--- config.mk ---
export PLATFORM = sky130hd
export DESIGN_NAME = event_router_top
export DESIGN_NICKNAME = d
export VERILOG_FILES = /design/src/hw/event_router_pkg.sv /design/src/hw/channel_fifo.sv /design/src/hw/channel_merge.sv /design/src/hw/channel_split.sv /design/src/hw/event_router_top.sv /design/src/hw/pulse_to_channel.sv
export VERILOG_INCLUDE_DIRS = /design/src /design/src/include
export SDC_FILE = /design/constraint.sdc
export NUM_CORES = 1
export LEC_CHECK = 0
export BUFFER_PORTS_ARGS = -buffer_cell sky130_fd_sc_hd__buf_4
export CORE_MARGIN = 2
export CORE_UTILIZATION = 30
export DETAILED_ROUTE_END_ITERATION = 10
export PLACE_DENSITY = 0.5
export SYNTH_ARGS = -nofsm -noshare
export SYNTH_HDL_FRONTEND = slang
export SYNTH_SLANG_ARGS = --single-unit
export TNS_END_PERCENT = 30
--- constraint.sdc ---
create_clock -name clk -period 3 [get_ports clk]
set_input_delay 0.15 -clock clk [delete_from_list [all_inputs] [get_ports clk]]
set_output_delay 0.15 -clock clk [all_outputs]
set_load 0.01 [all_outputs]
--- src/include/event_router_config.svh ---
// build-time constants for the event router, included by every file that sizes or routes events
`ifndef EVENT_ROUTER_CONFIG_SVH
`define EVENT_ROUTER_CONFIG_SVH

////////////////////////////////////////
// event payload widths
////////////////////////////////////////

// width of the value carried by each event
`define EVR_VALUE_W 12

// width of the source tag attached at each source
`define EVR_TAG_W 4

////////////////////////////////////////
// queueing and routing
////////////////////////////////////////

// fifo slots, power of two; one slot always stays empty
`define EVR_FIFO_DEPTH 8

// value bits looked at by the split
`define EVR_SPLIT_MASK 12'hF00
// pattern under the mask that marks a priority event
`define EVR_SPLIT_CODE 12'hA00

`endif

--- src/hw/event_router_pkg.sv ---
// shared event types for the router; referenced by scoped name from the rtl and the testbench
`include "event_router_config.svh"

package event_router_pkg;

  ////////////////////////////////////////
  // source identification
  ////////////////////////////////////////

  // number of the source that produced an event
  typedef logic [`EVR_TAG_W-1:0] source_tag_t;

  ////////////////////////////////////////
  // channel payload
  ////////////////////////////////////////

  // one event as it travels on every channel
  // tag sits in the upper bits, value in the lower bits
  typedef struct packed {
    source_tag_t             tag;
    logic [`EVR_VALUE_W-1:0] value;
  } event_t;

  // total payload width, handy for checks and displays
  localparam int EVENT_W = $bits(event_t);

endpackage

--- src/hw/channel_fifo.sv ---
// circular fifo between two valid/ack channels, with a stall input that holds the output side
`timescale 1ns/1ps

module channel_fifo #(
  parameter type item_t = logic,
  parameter int  DEPTH  = 8
) (
  input  logic  clk,
  input  logic  reset,
  input  logic  stall,
  input  logic  in_v,
  input  item_t in_d,
  output logic  in_a,
  output logic  out_v,
  output item_t out_d,
  input  logic  out_a
);

  localparam int ADDR_W = $clog2(DEPTH);

  item_t             mem [DEPTH];
  logic [ADDR_W-1:0] head;
  logic [ADDR_W-1:0] tail;
  logic [ADDR_W-1:0] head_p1;
  logic [ADDR_W-1:0] tail_p1;
  logic              empty;
  logic              full;
  logic              push;
  logic              pop;

  ////////////////////////////////////////
  // pointers and status
  ////////////////////////////////////////

  // head is the next slot to read, tail the next slot to write
  // pointers wrap on their own since DEPTH is a power of two
  assign head_p1 = head + 1'b1;
  assign tail_p1 = tail + 1'b1;

  // one slot kept free so full and empty never look alike
  assign empty = (head == tail);
  assign full  = (tail_p1 == head);

  // transfers on each side
  assign push = in_v & in_a;
  assign pop  = out_v & out_a;

  // write side
  always_ff @(posedge clk or posedge reset) begin
    if (reset) begin
      tail <= '0;
    end else if (push) begin
      tail <= tail_p1;
    end
  end

  // read side, only moves when not stalled
  always_ff @(posedge clk or posedge reset) begin
    if (reset) begin
      head <= '0;
    end else if (pop) begin
      head <= head_p1;
    end
  end

  ////////////////////////////////////////
  // storage
  ////////////////////////////////////////

  always_ff @(posedge clk) begin
    if (push) begin
      mem[tail] <= in_d;
    end
  end

  // input ready whenever a slot is free
  assign in_a = ~full;

  // stall hides the head entry from the consumer
  assign out_v = ~empty & ~stall;
  assign out_d = mem[head];

endmodule

--- src/hw/channel_merge.sv ---
// combines two valid/ack channels into one, alternating between inputs when both wait
`timescale 1ns/1ps

module channel_merge #(
  parameter type item_t = logic
) (
  input  logic  clk,
  input  logic  reset,
  input  logic  in0_v,
  input  item_t in0_d,
  output logic  in0_a,
  input  logic  in1_v,
  input  item_t in1_d,
  output logic  in1_a,
  output logic  out_v,
  output item_t out_d,
  input  logic  out_a
);

  logic sel;
  logic last_sel;

  ////////////////////////////////////////
  // arbitration state
  ////////////////////////////////////////

  // remembers which input got the last transfer
  // starts at 1 so input 0 goes first after reset
  always_ff @(posedge clk or posedge reset) begin
    if (reset) begin
      last_sel <= 1'b1;
    end else if (out_v && out_a) begin
      last_sel <= sel;
    end
  end

  ////////////////////////////////////////
  // input select
  ////////////////////////////////////////

  // lone valid input wins outright
  // under contention serve the one skipped last time
  always_comb begin
    if (in0_v && !in1_v) begin
      sel = 1'b0;
    end else if (!in0_v && in1_v) begin
      sel = 1'b1;
    end else if (in0_v && in1_v) begin
      sel = ~last_sel;
    end else begin
      sel = last_sel;
    end
  end

  // output channel follows the selected input
  assign out_v = in0_v | in1_v;
  assign out_d = sel ? in1_d : in0_d;

  // ack goes back to the selected side only
  assign in0_a = ~sel & out_a;
  assign in1_a = sel & out_a;

endmodule

--- src/hw/channel_split.sv ---
// steers each event to one of two output channels by a mask and code on its value field
`timescale 1ns/1ps
`include "event_router_config.svh"

module channel_split #(
  parameter type                     item_t = event_router_pkg::event_t,
  parameter logic [`EVR_VALUE_W-1:0] MASK   = `EVR_SPLIT_MASK,
  parameter logic [`EVR_VALUE_W-1:0] CODE   = `EVR_SPLIT_CODE
) (
  input  logic  in_v,
  input  item_t in_d,
  output logic  in_a,
  output logic  out0_v,
  output item_t out0_d,
  input  logic  out0_a,
  output logic  out1_v,
  output item_t out1_d,
  input  logic  out1_a
);

  logic sel0;

  // masked value equal to the code goes to out0
  // anything else falls through to out1
  assign sel0 = ((in_d.value & MASK) == CODE);

  ////////////////////////////////////////
  // output channels
  ////////////////////////////////////////

  // only the chosen side sees valid
  assign out0_v = in_v & sel0;
  assign out1_v = in_v & ~sel0;

  // data fans out to both, valid tells which one counts
  assign out0_d = in_d;
  assign out1_d = in_d;

  // ack comes from the chosen side only
  assign in_a = sel0 ? out0_a : out1_a;

endmodule

--- src/hw/event_router_top.sv ---
// event router top: two pulse sources, fair merge, fifo queue and priority/bulk split
`timescale 1ns/1ps
`include "event_router_config.svh"

module event_router_top (
  input  logic                     clk,
  input  logic                     reset,
  input  logic                     pulse0,
  input  logic [`EVR_VALUE_W-1:0]  value0,
  input  logic                     pulse1,
  input  logic [`EVR_VALUE_W-1:0]  value1,
  input  logic                     stall,
  output logic                     busy0,
  output logic                     busy1,
  output logic                     pri_v,
  output event_router_pkg::event_t pri_d,
  input  logic                     pri_a,
  output logic                     bulk_v,
  output event_router_pkg::event_t bulk_d,
  input  logic                     bulk_a
);

  // source channels
  logic                     s0_v, s0_a;
  event_router_pkg::event_t s0_d;
  logic                     s1_v, s1_a;
  event_router_pkg::event_t s1_d;
  // merged stream into the fifo
  logic                     m_v, m_a;
  event_router_pkg::event_t m_d;
  // fifo output into the split
  logic                     q_v, q_a;
  event_router_pkg::event_t q_d;

  ////////////////////////////////////////
  // sources
  ////////////////////////////////////////

  pulse_to_channel #(.SOURCE_TAG(event_router_pkg::source_tag_t'(0))) i_src0 (
    .clk(clk), .reset(reset), .pulse(pulse0), .value(value0), .busy(busy0),
    .out_v(s0_v), .out_d(s0_d), .out_a(s0_a)
  );

  pulse_to_channel #(.SOURCE_TAG(event_router_pkg::source_tag_t'(1))) i_src1 (
    .clk(clk), .reset(reset), .pulse(pulse1), .value(value1), .busy(busy1),
    .out_v(s1_v), .out_d(s1_d), .out_a(s1_a)
  );

  ////////////////////////////////////////
  // merge, queue, split
  ////////////////////////////////////////

  channel_merge #(.item_t(event_router_pkg::event_t)) i_merge (
    .clk(clk), .reset(reset),
    .in0_v(s0_v), .in0_d(s0_d), .in0_a(s0_a),
    .in1_v(s1_v), .in1_d(s1_d), .in1_a(s1_a),
    .out_v(m_v), .out_d(m_d), .out_a(m_a)
  );

  // stall holds the queue head back from the split
  channel_fifo #(.item_t(event_router_pkg::event_t), .DEPTH(`EVR_FIFO_DEPTH)) i_fifo (
    .clk(clk), .reset(reset), .stall(stall),
    .in_v(m_v), .in_d(m_d), .in_a(m_a),
    .out_v(q_v), .out_d(q_d), .out_a(q_a)
  );

  // priority events on out0, bulk on out1
  channel_split #(
    .item_t(event_router_pkg::event_t), .MASK(`EVR_SPLIT_MASK), .CODE(`EVR_SPLIT_CODE)
  ) i_split (
    .in_v(q_v), .in_d(q_d), .in_a(q_a),
    .out0_v(pri_v), .out0_d(pri_d), .out0_a(pri_a),
    .out1_v(bulk_v), .out1_d(bulk_d), .out1_a(bulk_a)
  );

endmodule

--- src/hw/pulse_to_channel.sv ---
// turns a sparse pulse with a value into a tagged valid/ack channel, one event at a time
`timescale 1ns/1ps
`include "event_router_config.svh"

module pulse_to_channel #(
  parameter event_router_pkg::source_tag_t SOURCE_TAG = '0
) (
  input  logic                          clk,
  input  logic                          reset,
  input  logic                          pulse,
  input  logic [`EVR_VALUE_W-1:0]       value,
  output logic                          busy,
  output logic                          out_v,
  output event_router_pkg::event_t      out_d,
  input  logic                          out_a
);

  typedef enum logic {
    IDLE,
    SENDING
  } state_t;

  state_t                  state;
  logic [`EVR_VALUE_W-1:0] value_q;

  // idle waits for a pulse, sending waits for the ack
  // a pulse while sending is dropped on purpose
  always_ff @(posedge clk or posedge reset) begin
    if (reset) begin
      state <= IDLE;
    end else begin
      case (state)
        IDLE:    if (pulse) state <= SENDING;
        SENDING: if (out_a) state <= IDLE;
        default: state <= IDLE;
      endcase
    end
  end

  // capture the value with the pulse
  // held steady for the whole sending phase
  always_ff @(posedge clk) begin
    if (state == IDLE && pulse) begin
      value_q <= value;
    end
  end

  // channel side
  assign out_v       = (state == SENDING);
  assign out_d.tag   = SOURCE_TAG;
  assign out_d.value = value_q;

  // producer can see that a new pulse would be lost
  assign busy = (state == SENDING);

endmodule

==> results of run 1 <==
[cell usage in the layout (no fill, tap or decap), drive strengths merged]
| master | instances |
|---|---|
| and2b | 1 |
| clkbuf | 21 |
| a21oi | 1 |
| dlygate4sd3 | 26 |
| mux2i | 2 |
| or3 | 1 |
| bufinv | 2 |
| inv | 3 |
| xnor2 | 6 |
| nor3b | 4 |
| nand3 | 2 |
| dfstp | 1 |
| edfxtp | 128 |
| mux2 | 27 |
| mux4 | 26 |
| clkinv | 6 |
| nand2 | 4 |
| conb | 6 |
| o21a | 2 |
| xor2 | 3 |
| and2 | 1 |
| nor3 | 2 |
| nor2 | 4 |
| a31oi | 4 |
| dfrtp | 8 |
| clkinvlp | 2 |
| and4bb | 1 |
| o211ai | 3 |
| nor2b | 2 |
| ha | 2 |
| buf | 83 |
[tightest hold or removal path, stage by stage]
cell     delay, ns
buf_4         0.11
nor2_1        0.09
a31oi_1       0.05
[kinds of logic after synthesis]
logic type | Yosys count | share of synthesized area
XOR/XNOR | 9 | 0.0143
adder cells (fa/ha/maj) | 2 | 0.00454
buffers and inverters | 36 | 0.0392
flip-flops | 137 | 0.738
other | 1 | 0.000680
AO/OA/AOI/OAI | 10 | 0.0122
AND/OR/NAND/NOR | 22 | 0.0227
multiplexers | 55 | 0.168
[power groups by stage]
stage / Sequential, mW / Clock, mW / Combinational (mW)
final: 3.22 / 1.93 / 3.26
after floorplan: 3.13 / 0 / 2.22
after global routing: 3.28 / 2.05 / 3.56
after detailed placement: 3.26 / 0 / 3.31
after global placement: 3.24 / 0 / 3.28
after CTS: 3.23 / 1.97 / 3.35
[per-layer routing]
layer	track usage	vias to the layer above
li1	-	1264
met1	0.158	1417
met2	0.186	77
met3	0.0361	12
met4	0.0426	0
met5	0	-
[worst max path at each step]
stage,startpoint,endpoint,slack [ns],cells after the start
2_1_floorplan,i_fifo.head[2]$_DFFE_PP0P_,i_fifo.mem[4][0]$_DFFE_PP_,0.08,7
3_3_place_gp,i_fifo.head[0]$_DFFE_PP0P_,i_fifo.head[1]$_DFFE_PP0P_,0.35,5
3_5_place_dp,i_fifo.head[0]$_DFFE_PP0P_,i_fifo.head[1]$_DFFE_PP0P_,0.29,5
4_1_cts,i_fifo.head[0]$_DFFE_PP0P_,bulk_v,0.13,5
5_1_grt,i_fifo.head[0]$_DFFE_PP0P_,bulk_v,0.04,6
6_report,i_fifo.head[0]$_DFFE_PP0P_,bulk_v,0.19,6
[timing repair]
action	4_1_cts	5_1_grt
endpoints found under the hold margin	33	0
endpoints found under the setup margin	0	0
hold buffers	26	0
[registers in the layout, indices dropped and copies added (netlist names)]
signal            count
i_fifo.head           3
i_fifo.mem          104
i_fifo.tail           3
i_merge.last_sel      1
i_src0.busy           1
i_src0.value_q       12
i_src1.busy           1
i_src1.value_q       12
[final cells by class]
| class | instances | area, µm² | area share |
|---|---|---|---|
| clock buffers | 21 | 440 | 0.0624 |
| flip-flops and latches | 137 | 4070 | 0.576 |
| multi-input cells | 104 | 1270 | 0.179 |
| inverters | 3 | 11.3 | 0.00159 |
| repair buffers | 109 | 883 | 0.125 |
| clock inverters | 10 | 104 | 0.0147 |
| well taps | 229 | 287 | 0.0406 |
==> out/qor.yml, run 1 <==
status:
  status: "complete, no violations"
sta:
  min_period_ns: 2.81
  finalSetupViolCount: 0
  rsz0062_at_grt: "no"
  fin_skew_ns: 0.00543
  hold_viol: 0
  worst_pin_slew_ns: 0.860
  worst_slack_ns: 0.186
  relSlewSlack: 0.425
  period_share: 0.938
  slew_viol_final: 0
  holdWs_ns: 0.0335
  max_freq_ghz: 0.355
  finalSetupTns_ns: 0
route:
  drt_iter0_drc: 160
  drt-met1-wl_um: 4910
  antenna_left: 0
  dr.max_layer_used: "met4"
  met2WireLength_um: 5330
  drc_errors: 0
  dr.pass1.iters: 4
  vias: 2770
  wl_per_cell_um: 17.9
  wl_um: 10900
  wl_met3_um: 538
  vias_per_cell: 4.52
power_and_ir_drop:
  p_comb_frac: 0.388
  p_per_area_mw_per_mm2: 1190
  leakage_nw: 2.49
  p_clk_frac: 0.229
  swShare: 0.312
  power.net_switching_mw: 2.62
  total_power_mw: 8.40
  p_int_mw: 5.78
  peakVddDrop_v: 0.000478
  share_seq_of_total_power: 0.383
synthesis:
  synth.avg_cell_area_um2: 20.3
  ys.warnings.count: 0
  synth-seq-area-share: 0.738
  synth_top_area_share: 0.697
  async_reset_ff_frac: 0.0657
  netlist_area_mm2: 0.00552
  synth_top_cells_by_count: "edfxtp_1, mux2_2, mux4_2"
  yosysUniqueCellTypes: 32
  synth_most_common_cell: "edfxtp_1"
  ys_seq_elements: 137
  synth_area_leaders: "edfxtp_1, mux4_2, mux2_2"
  yosysTopAreaCell: "edfxtp_1"
  syn_inst: 272
  synth_edf_count: 128
  synth_ff_type: "edfxtp_1"
critical_path:
  critPathKind: "reg -> out"
  critPathTopFamily: "multiplexers"
  r2r_slack_ns: 0.30
  cp_cell_sequence: "buf_4 -> mux4_2 -> mux2_2 -> and4bb_2 -> and2b_1 -> buf_4"
  end_kind: "output pin"
  r2r-start: "i_fifo.head[0]$_DFFE_PP0P_"
  cp_common_cell: "buf_4"
  crit_arrival_ns: 2.66
  crit_required_ns: 2.85
  cp-start-kind: "flip-flop"
  r2r.worst_path.cells: 5
  cp_num_buf_inv: 2
  cpMaxStageDelayCell: "dfrtp_1"
  cp_max_fo: 10
  reg2reg_to: "i_fifo.head[1]$_DFFE_PP0P_"
  slowest_delay_ns: 0.65
job:
  max_cap_violations: 0
grt:
  grt_start_max_net_pins: 26
  grt_pass1_wl_um: 16900
  grt_use_total: 0.119
  antenna_found_initial: 0
  grt-ovfl-total: 0
  grt_pass1_vias: 2885
floorplanning:
  ioPinCount: 67
  die_w_um: 140
  core_area_mm2: 0.0180
  dieArea_mm2: 0.0195
  num_rows: 49
  die_y_um: 140
  initial_core_util: 0.306
layout:
  nNetsFinal: 405
  synthToLayoutAreaGrowth_pct: 28.1
  final_util: 0.392
  fin_cells: 613
  drive_gt1_frac: 0.422
  n_fill_cell: 1647
  diodes: 0
  fin_area_mm2: 0.00706
clocking:
  cts_tree: "done"
  cts.sinks: 137
  postCtsSetupRepairBufs: 0
  numCtsBuffers: 17
  htreeDepth: 4
  clk_pin_slew_worst_paths_ns: 0.05
  cts_max_path_buffers: 2
  clockRootBuffer: "clkbuf_16"
  insertion_delay_ns: 0.41
  post_cts_resized: 0
placed_design:
  pre_cts_ws_ns: 0.290
  place_congestion: 0.697
  dp_hpwl_um: 7120
  io_buffer_count: 60
  place_area_mm2: 0.00626
  place_inst: 556
worst_hold_path:
  hold_start: "pulse1"
  holdPathEnd: "i_src1.busy$_DFF_PP0_"
  hp-class: "in -> reg"
  holdPathStages: 3
No activity file was read; power rests on OpenSTA's default activity.
==> inputs of run 2 (changes only) <==
--- a/config.mk
+++ b/config.mk
@@ -8,9 +8,10 @@
 export LEC_CHECK = 0
 export BUFFER_PORTS_ARGS = -buffer_cell sky130_fd_sc_hd__buf_4
 export CORE_MARGIN = 2
-export CORE_UTILIZATION = 30
+export CORE_UTILIZATION = 32
 export DETAILED_ROUTE_END_ITERATION = 10
-export PLACE_DENSITY = 0.5
+export PLACE_DENSITY = 0.51
+export SKIP_CTS_REPAIR_TIMING = 1
 export SYNTH_ARGS = -nofsm -noshare
 export SYNTH_HDL_FRONTEND = slang
 export SYNTH_SLANG_ARGS = --single-unit
==> constraint.sdc (replaced) <==
create_clock -name clk -period 3.2 [get_ports clk]
set_input_delay 0.16 -clock clk [delete_from_list [all_inputs] [get_ports clk]]
set_output_delay 0.16 -clock clk [all_outputs]
set_load 0.01 [all_outputs]
==> run 2 against run 1 <==
Compared with the run above: critical path depth did not move; sequential share of layout area increased by 0.24 points; non-clock buffer count down 5; setup slack better by 0.15 ns; critical endpoint unchanged.
==> out/qor.yml, run 2 (synthesis results as in run 1) <==
status:
  status: "complete, no violations"
route:
  vias: 2743  # -0.97%
  antenna_left: 0  # unchanged
  drc_errors: 0  # unchanged
  wl_um: 10900  # -0.70%
  drt_iter0_drc: 154  # -3.8%
  wl_per_cell_um: 18.0  # +0.61%
  dr.pass1.iters: 4  # unchanged
  vias_per_cell: 4.53  # +0.33%
critical_path:
  cp-start-kind: "flip-flop"
  reg2reg_to: "i_fifo.head[1]$_DFFE_PP0P_"
  r2r.worst_path.cells: 6  # +1
  cp-startpoint: "i_fifo.head[0]$_DFFE_PP0P_"
  crit_required_ns: 3.04  # +0.19 ns
  r2r-start: "i_fifo.head[0]$_DFFE_PP0P_"
  critPathKind: "reg -> out"
  end_kind: "output pin"
  r2r_slack_ns: 0.53  # +0.23 ns
  crit_arrival_ns: 2.70  # +0.04 ns
  endpoint: "bulk_v"
  cp_max_fo: 8  # -2
layout:
  layout_commonest_cell: "edfxtp_1"
  diodes: 0  # unchanged
  fin_cells: 605  # -1.3%
  layout_common_cells: "edfxtp_1, buf_4, mux2_2, dlygate4sd3_1, mux4_2"
  top_regs: "i_fifo.mem (104), i_src0.value_q (12), i_src1.value_q (12)"
  nNetsFinal: 400  # -1.2%
  largest_reg_flops: 104  # unchanged
  drive_gt1_frac: 0.418  # -0.00345
  regMostFlops: "i_fifo.mem"
  synthToLayoutAreaGrowth_pct: 27.5
grt:
  grt_pass1_vias: 2755  # -4.5%
  grt_pass1_wl_um: 16500  # -2.2%
  antenna_found_initial: 0  # unchanged
  grt_use_total: 0.128  # +0.00877
  grt_start_max_net_pins: 26  # unchanged
  grt-ovfl-total: 0  # unchanged
worst_hold_path:
  holdPathStages: 3  # unchanged
  hp-class: "in -> reg"
floorplanning:
  dieArea_mm2: 0.0183  # -6.1%
  initial_core_util: 0.323  # +0.0174
  core_area_mm2: 0.0171  # -5.4%
  die_y_um: 135  # -3.1%
  ioPinCount: 67  # unchanged
  die_w_um: 135  # -3.1%
  num_rows: 48  # -2.0%
sta:
  rsz0062_at_grt: "no"
  finalSetupViolCount: 0  # unchanged
  max_freq_ghz: 0.349
  fin_skew_ns: 0.00711  # +0.00169 ns
  min_period_ns: 2.86
  holdWs_ns: 0.0242  # -0.00932 ns
  relSlewSlack: 0.478  # +0.0533
  slew_viol_final: 0  # unchanged
  finalSetupTns_ns: 0  # unchanged
  hold_viol: 0  # unchanged
  worst_pin_slew_ns: 0.783  # -0.0768 ns
  worst_slack_ns: 0.336  # +0.149 ns
  period_share: 0.895
clocking:
  clk_pin_slew_worst_paths_ns: 0.05  # about the same
  cts.sinks: 137  # unchanged
  cts_max_path_buffers: 2  # unchanged
  numCtsBuffers: 17  # unchanged
  insertion_delay_ns: 0.41  # about the same
  htreeDepth: 4  # unchanged
  clockRootBuffer: "clkbuf_16"
  cts_tree: "done"
power_and_ir_drop:
  peakVddDrop_v: 0.000418  # -13%
  leakage_nw: 2.47  # -0.73%
  p_per_area_mw_per_mm2: 1120  # -6.1%
placed_design:
  place_congestion: 0.731  # +4.9%
  place_inst: 548  # -1.4%
  io_buffer_count: 60  # unchanged
  dp_hpwl_um: 7060  # -0.82%
  pre_cts_ws_ns: 0.493  # +0.204 ns
job:
  max_cap_violations: 0  # unchanged
[run 2: per-stage QoR]
step / util / instance area [µm²] / power [mW]
after floorplan: - / 5530 / 5.02
after global placement: 0.365 / 6220 / 6.08
after detailed placement: 0.365 / 6220 / 6.12
after CTS: 0.398 / 6780 / 7.97
after global routing: 0.412 / 7030 / 8.32
final: 0.412 / 7030 / 7.86
[run 2: critical path: stages, from the launching register on]
cell and delay, ns:
dfrtp_1 0.60, buf_4 0.24, mux4_1 0.55, mux2_2 0.32
and4bb_2 0.28, and2b_1 0.20, buf_4 0.11
[run 2: how the worst min path moves through the flow]
| stage | end | slack [ns] | from |
|---|---|---|---|
| final | i_src1.busy$_DFF_PP0_ | 0.02 | pulse1 |
| after detailed placement | i_fifo.head[1]$_DFFE_PP0P_ | 0.18 | reset |
| after floorplan | i_fifo.head[0]$_DFFE_PP0P_ | -0.01 | reset |
| after global routing | i_src0.busy$_DFF_PP0_ | 0.02 | pulse0 |
| after global placement | i_fifo.head[1]$_DFFE_PP0P_ | 0.18 | reset |
| after CTS | i_fifo.head[2]$_DFFE_PP0P_ | -0.26 | reset |
[run 2: where the power goes]
part           switching, mW  internal (mW)  total (mW)
clock network          0.694           1.14        1.83
logic                   1.58           1.44        3.02
registers              0.201           2.81        3.01
total                   2.48           5.38        7.86
[run 2: area by class of cell]
cell class / instances / area, µm²
clock buffer: 19 / 433
timing repair buffer: 104 / 843
multi-input combinational: 104 / 1270
inverter: 3 / 11.3
sequential: 137 / 4070
clock inverter: 13 / 128
fill: 1567 / 10000
tap: 225 / 282
[run 2: layer usage]
layer / vias up / share of wire / track usage
met5: - / 0 / 0
met1: 1406 / 0.45 / 0.168
met4: 0 / 0.016 / 0.0556
met2: 70 / 0.49 / 0.201
met3: 14 / 0.043 / 0.0329
li1: 1253 / - / -
==> inputs of run 3 (changes only) <==
--- a/config.mk
+++ b/config.mk
@@ -7,6 +7,7 @@
 export NUM_CORES = 1
 export LEC_CHECK = 0
 export BUFFER_PORTS_ARGS = -buffer_cell sky130_fd_sc_hd__buf_4
+export CORE_ASPECT_RATIO = 0.75
 export CORE_MARGIN = 2
 export CORE_UTILIZATION = 32
 export DETAILED_ROUTE_END_ITERATION = 10
==> constraint.sdc (replaced) <==
create_clock -name clk -period 2.7 [get_ports clk]
set_input_delay 0.135 -clock clk [delete_from_list [all_inputs] [get_ports clk]]
set_output_delay 0.135 -clock clk [all_outputs]
set_load 0.01 [all_outputs]
==> run 3 against run 2 <==
Compared with the run above: clock power grew 42%; register-to-register slack lost 0.32 ns; critical endpoint unchanged; first-iteration DRC count shrank 9.1%; final cell count shrank 0.33%; clock-buffer cell count shrank 2; hold slack lost 0.012 ns; global-route usage shrank 0.22 points.
==> out/qor.yml, run 3 (synthesis results as in run 1) <==
worst_hold_path:
  holdPathStages: 3  # unchanged
  hp-class: "in -> reg"
  holdPathEnd: "i_src0.busy$_DFF_PP0_"
  hold_start: "pulse0"
clocking:
  clk_pin_slew_worst_paths_ns: 0.06  # about the same
  cts_tree: "done"
  clockRootBuffer: "clkbuf_16"
  cts.sinks: 137  # unchanged
  insertion_delay_ns: 0.41  # about the same
  htreeDepth: 4  # unchanged
  numCtsBuffers: 17  # unchanged
  cts_max_path_buffers: 2  # unchanged
layout:
  fin_area_mm2: 0.00723  # +2.8%
  layout_common_cells: "edfxtp_1, buf_4, dlygate4sd3_1, mux2_2, mux4_2"
  final_util: 0.430  # +0.0172
  regMostFlops: "i_fifo.mem"
  diodes: 0  # unchanged
  synthToLayoutAreaGrowth_pct: 31.1
  nNetsFinal: 409  # +2.3%
  layout_commonest_cell: "edfxtp_1"
  top_regs: "i_fifo.mem (104), i_src0.value_q (12), i_src1.value_q (12)"
  largest_reg_flops: 104  # unchanged
  drive_gt1_frac: 0.459  # +0.0403
critical_path:
  end_kind: "output pin"
  cp_max_fo: 6  # -2
  critPathKind: "reg -> out"
  crit_required_ns: 2.57  # -0.47 ns
  r2r_slack_ns: 0.21  # -0.32 ns
  r2r-start: "i_fifo.head[0]$_DFFE_PP0P_"
  crit_arrival_ns: 2.48  # -0.22 ns
  cp-startpoint: "i_fifo.head[0]$_DFFE_PP0P_"
  cp-start-kind: "flip-flop"
  reg2reg_to: "i_fifo.head[1]$_DFFE_PP0P_"
  r2r.worst_path.cells: 6  # unchanged
floorplanning:
  core_area_mm2: 0.0168  # -1.4%
  num_rows: 41  # -15%
  die_y_um: 118  # -13%
  dieArea_mm2: 0.0183  # about the same
  initial_core_util: 0.328  # +0.00442
  ioPinCount: 67  # unchanged
  die_w_um: 156  # +15%
sta:
  finalSetupTns_ns: 0  # unchanged
  min_period_ns: 2.61
  worst_pin_slew_ns: 0.573  # -0.210 ns
  period_share: 0.968
  finalSetupViolCount: 0  # unchanged
  slew_viol_final: 0  # unchanged
  fin_skew_ns: 0.00528  # -0.00184 ns
  max_freq_ghz: 0.383
  relSlewSlack: 0.618  # +0.140
  hold_viol: 0  # unchanged
placed_design:
  place_congestion: 0.718  # -1.7%
  dp_hpwl_um: 7000  # -0.78%
  place_area_mm2: 0.00625  # +0.44%
  io_buffer_count: 60  # unchanged
job:
  max_cap_violations: 0  # unchanged
power_and_ir_drop:
  p_per_area_mw_per_mm2: 1380  # +23%
  share_seq_of_total_power: 0.364  # -0.019
  p_clk_frac: 0.261  # +0.028
  p_comb_frac: 0.376  # -0.008
  power.net_switching_mw: 3.05  # +23%
  leakage_nw: 2.57  # +3.8%
  peakVddDrop_v: 0.000483  # +16%
  p_int_mw: 6.92  # +29%
  swShare: 0.306  # -0.00944
route:
  vias_per_cell: 4.62  # +1.9%
  antenna_left: 0  # unchanged
  drc_errors: 0  # unchanged
  dr.pass1.iters: 4  # unchanged
  vias: 2785  # +1.5%
  drt_iter0_drc: 140  # -9.1%
  wl_um: 11100  # +1.9%
  wl_per_cell_um: 18.4  # +2.3%
status:
  status: "complete, no violations"
grt:
  grt_pass1_vias: 2734  # -0.76%
  grt_start_max_net_pins: 17  # -35%
  antenna_found_initial: 0  # unchanged
  grt_pass1_wl_um: 16400  # -0.25%
  grt_use_total: 0.125  # -0.00221
  grt-ovfl-total: 0  # unchanged
==> run 3: worst max-delay path by stage <==
stage | endpoint | slack, ns | depth (start not counted)
6_report | bulk_v | 0.09 | 6
3_3_place_gp | i_fifo.head[1]$_DFFE_PP0P_ | 0.14 | 6
5_1_grt | bulk_v | -0.002 | 6
2_1_floorplan | i_fifo.mem[4][0]$_DFFE_PP_ | -0.22 | 7
4_1_cts | bulk_v | -0.09 | 6
3_5_place_dp | i_fifo.head[1]$_DFFE_PP0P_ | 0.09 | 6
==> run 3: critical path, cell delays in order, from the launching register on <==
cell and delay, ns:
dfrtp_2 0.47, buf_6 0.13, mux4_2 0.48, mux2_4 0.30, and4bb_2 0.36, and2b_1 0.19, buf_4 0.13
==> run 3: layer usage <==
metal  share of wire  track usage
met1            0.48        0.182
met2            0.46        0.181
met4          0.0074       0.0378
met3           0.052       0.0383
met5               0            0
==> run 3: power groups by stage <==
stage                     combinational [mW]  clock, mW  sequential, mW
final                                   3.75       2.60            3.62
after global routing                    4.06       2.75            3.69
after CTS                               3.69       2.66            3.62
after detailed placement                3.68          0            3.66
after global placement                  3.61          0            3.64
after floorplan                         2.47          0            3.48
==> run 3: stage by stage <==
step	hold WS (ns)	power, mW	instances	worst slack (ns)
2_1_floorplan	-0.0378	5.95	277	-0.216
3_3_place_gp	0.149	7.25	542	0.144
3_5_place_dp	0.165	7.34	542	0.0921
5_1_grt	0.0277	10.5	603	-0.00198
6_report	0.0117	9.97	603	0.0875
4_1_cts	-0.276	9.97	573	-0.0893
==> run 3: cell type report <==
| type | count | area (µm²) |
|---|---|---|
| tap | 215 | 269 |
| timing repair buffer | 113 | 926 |
| inverter | 3 | 11.3 |
| sequential | 137 | 4070 |
| clock buffer | 17 | 425 |
| fill | 1476 | 9600 |
| multi-input combinational | 104 | 1280 |
| clock inverter | 14 | 246 |
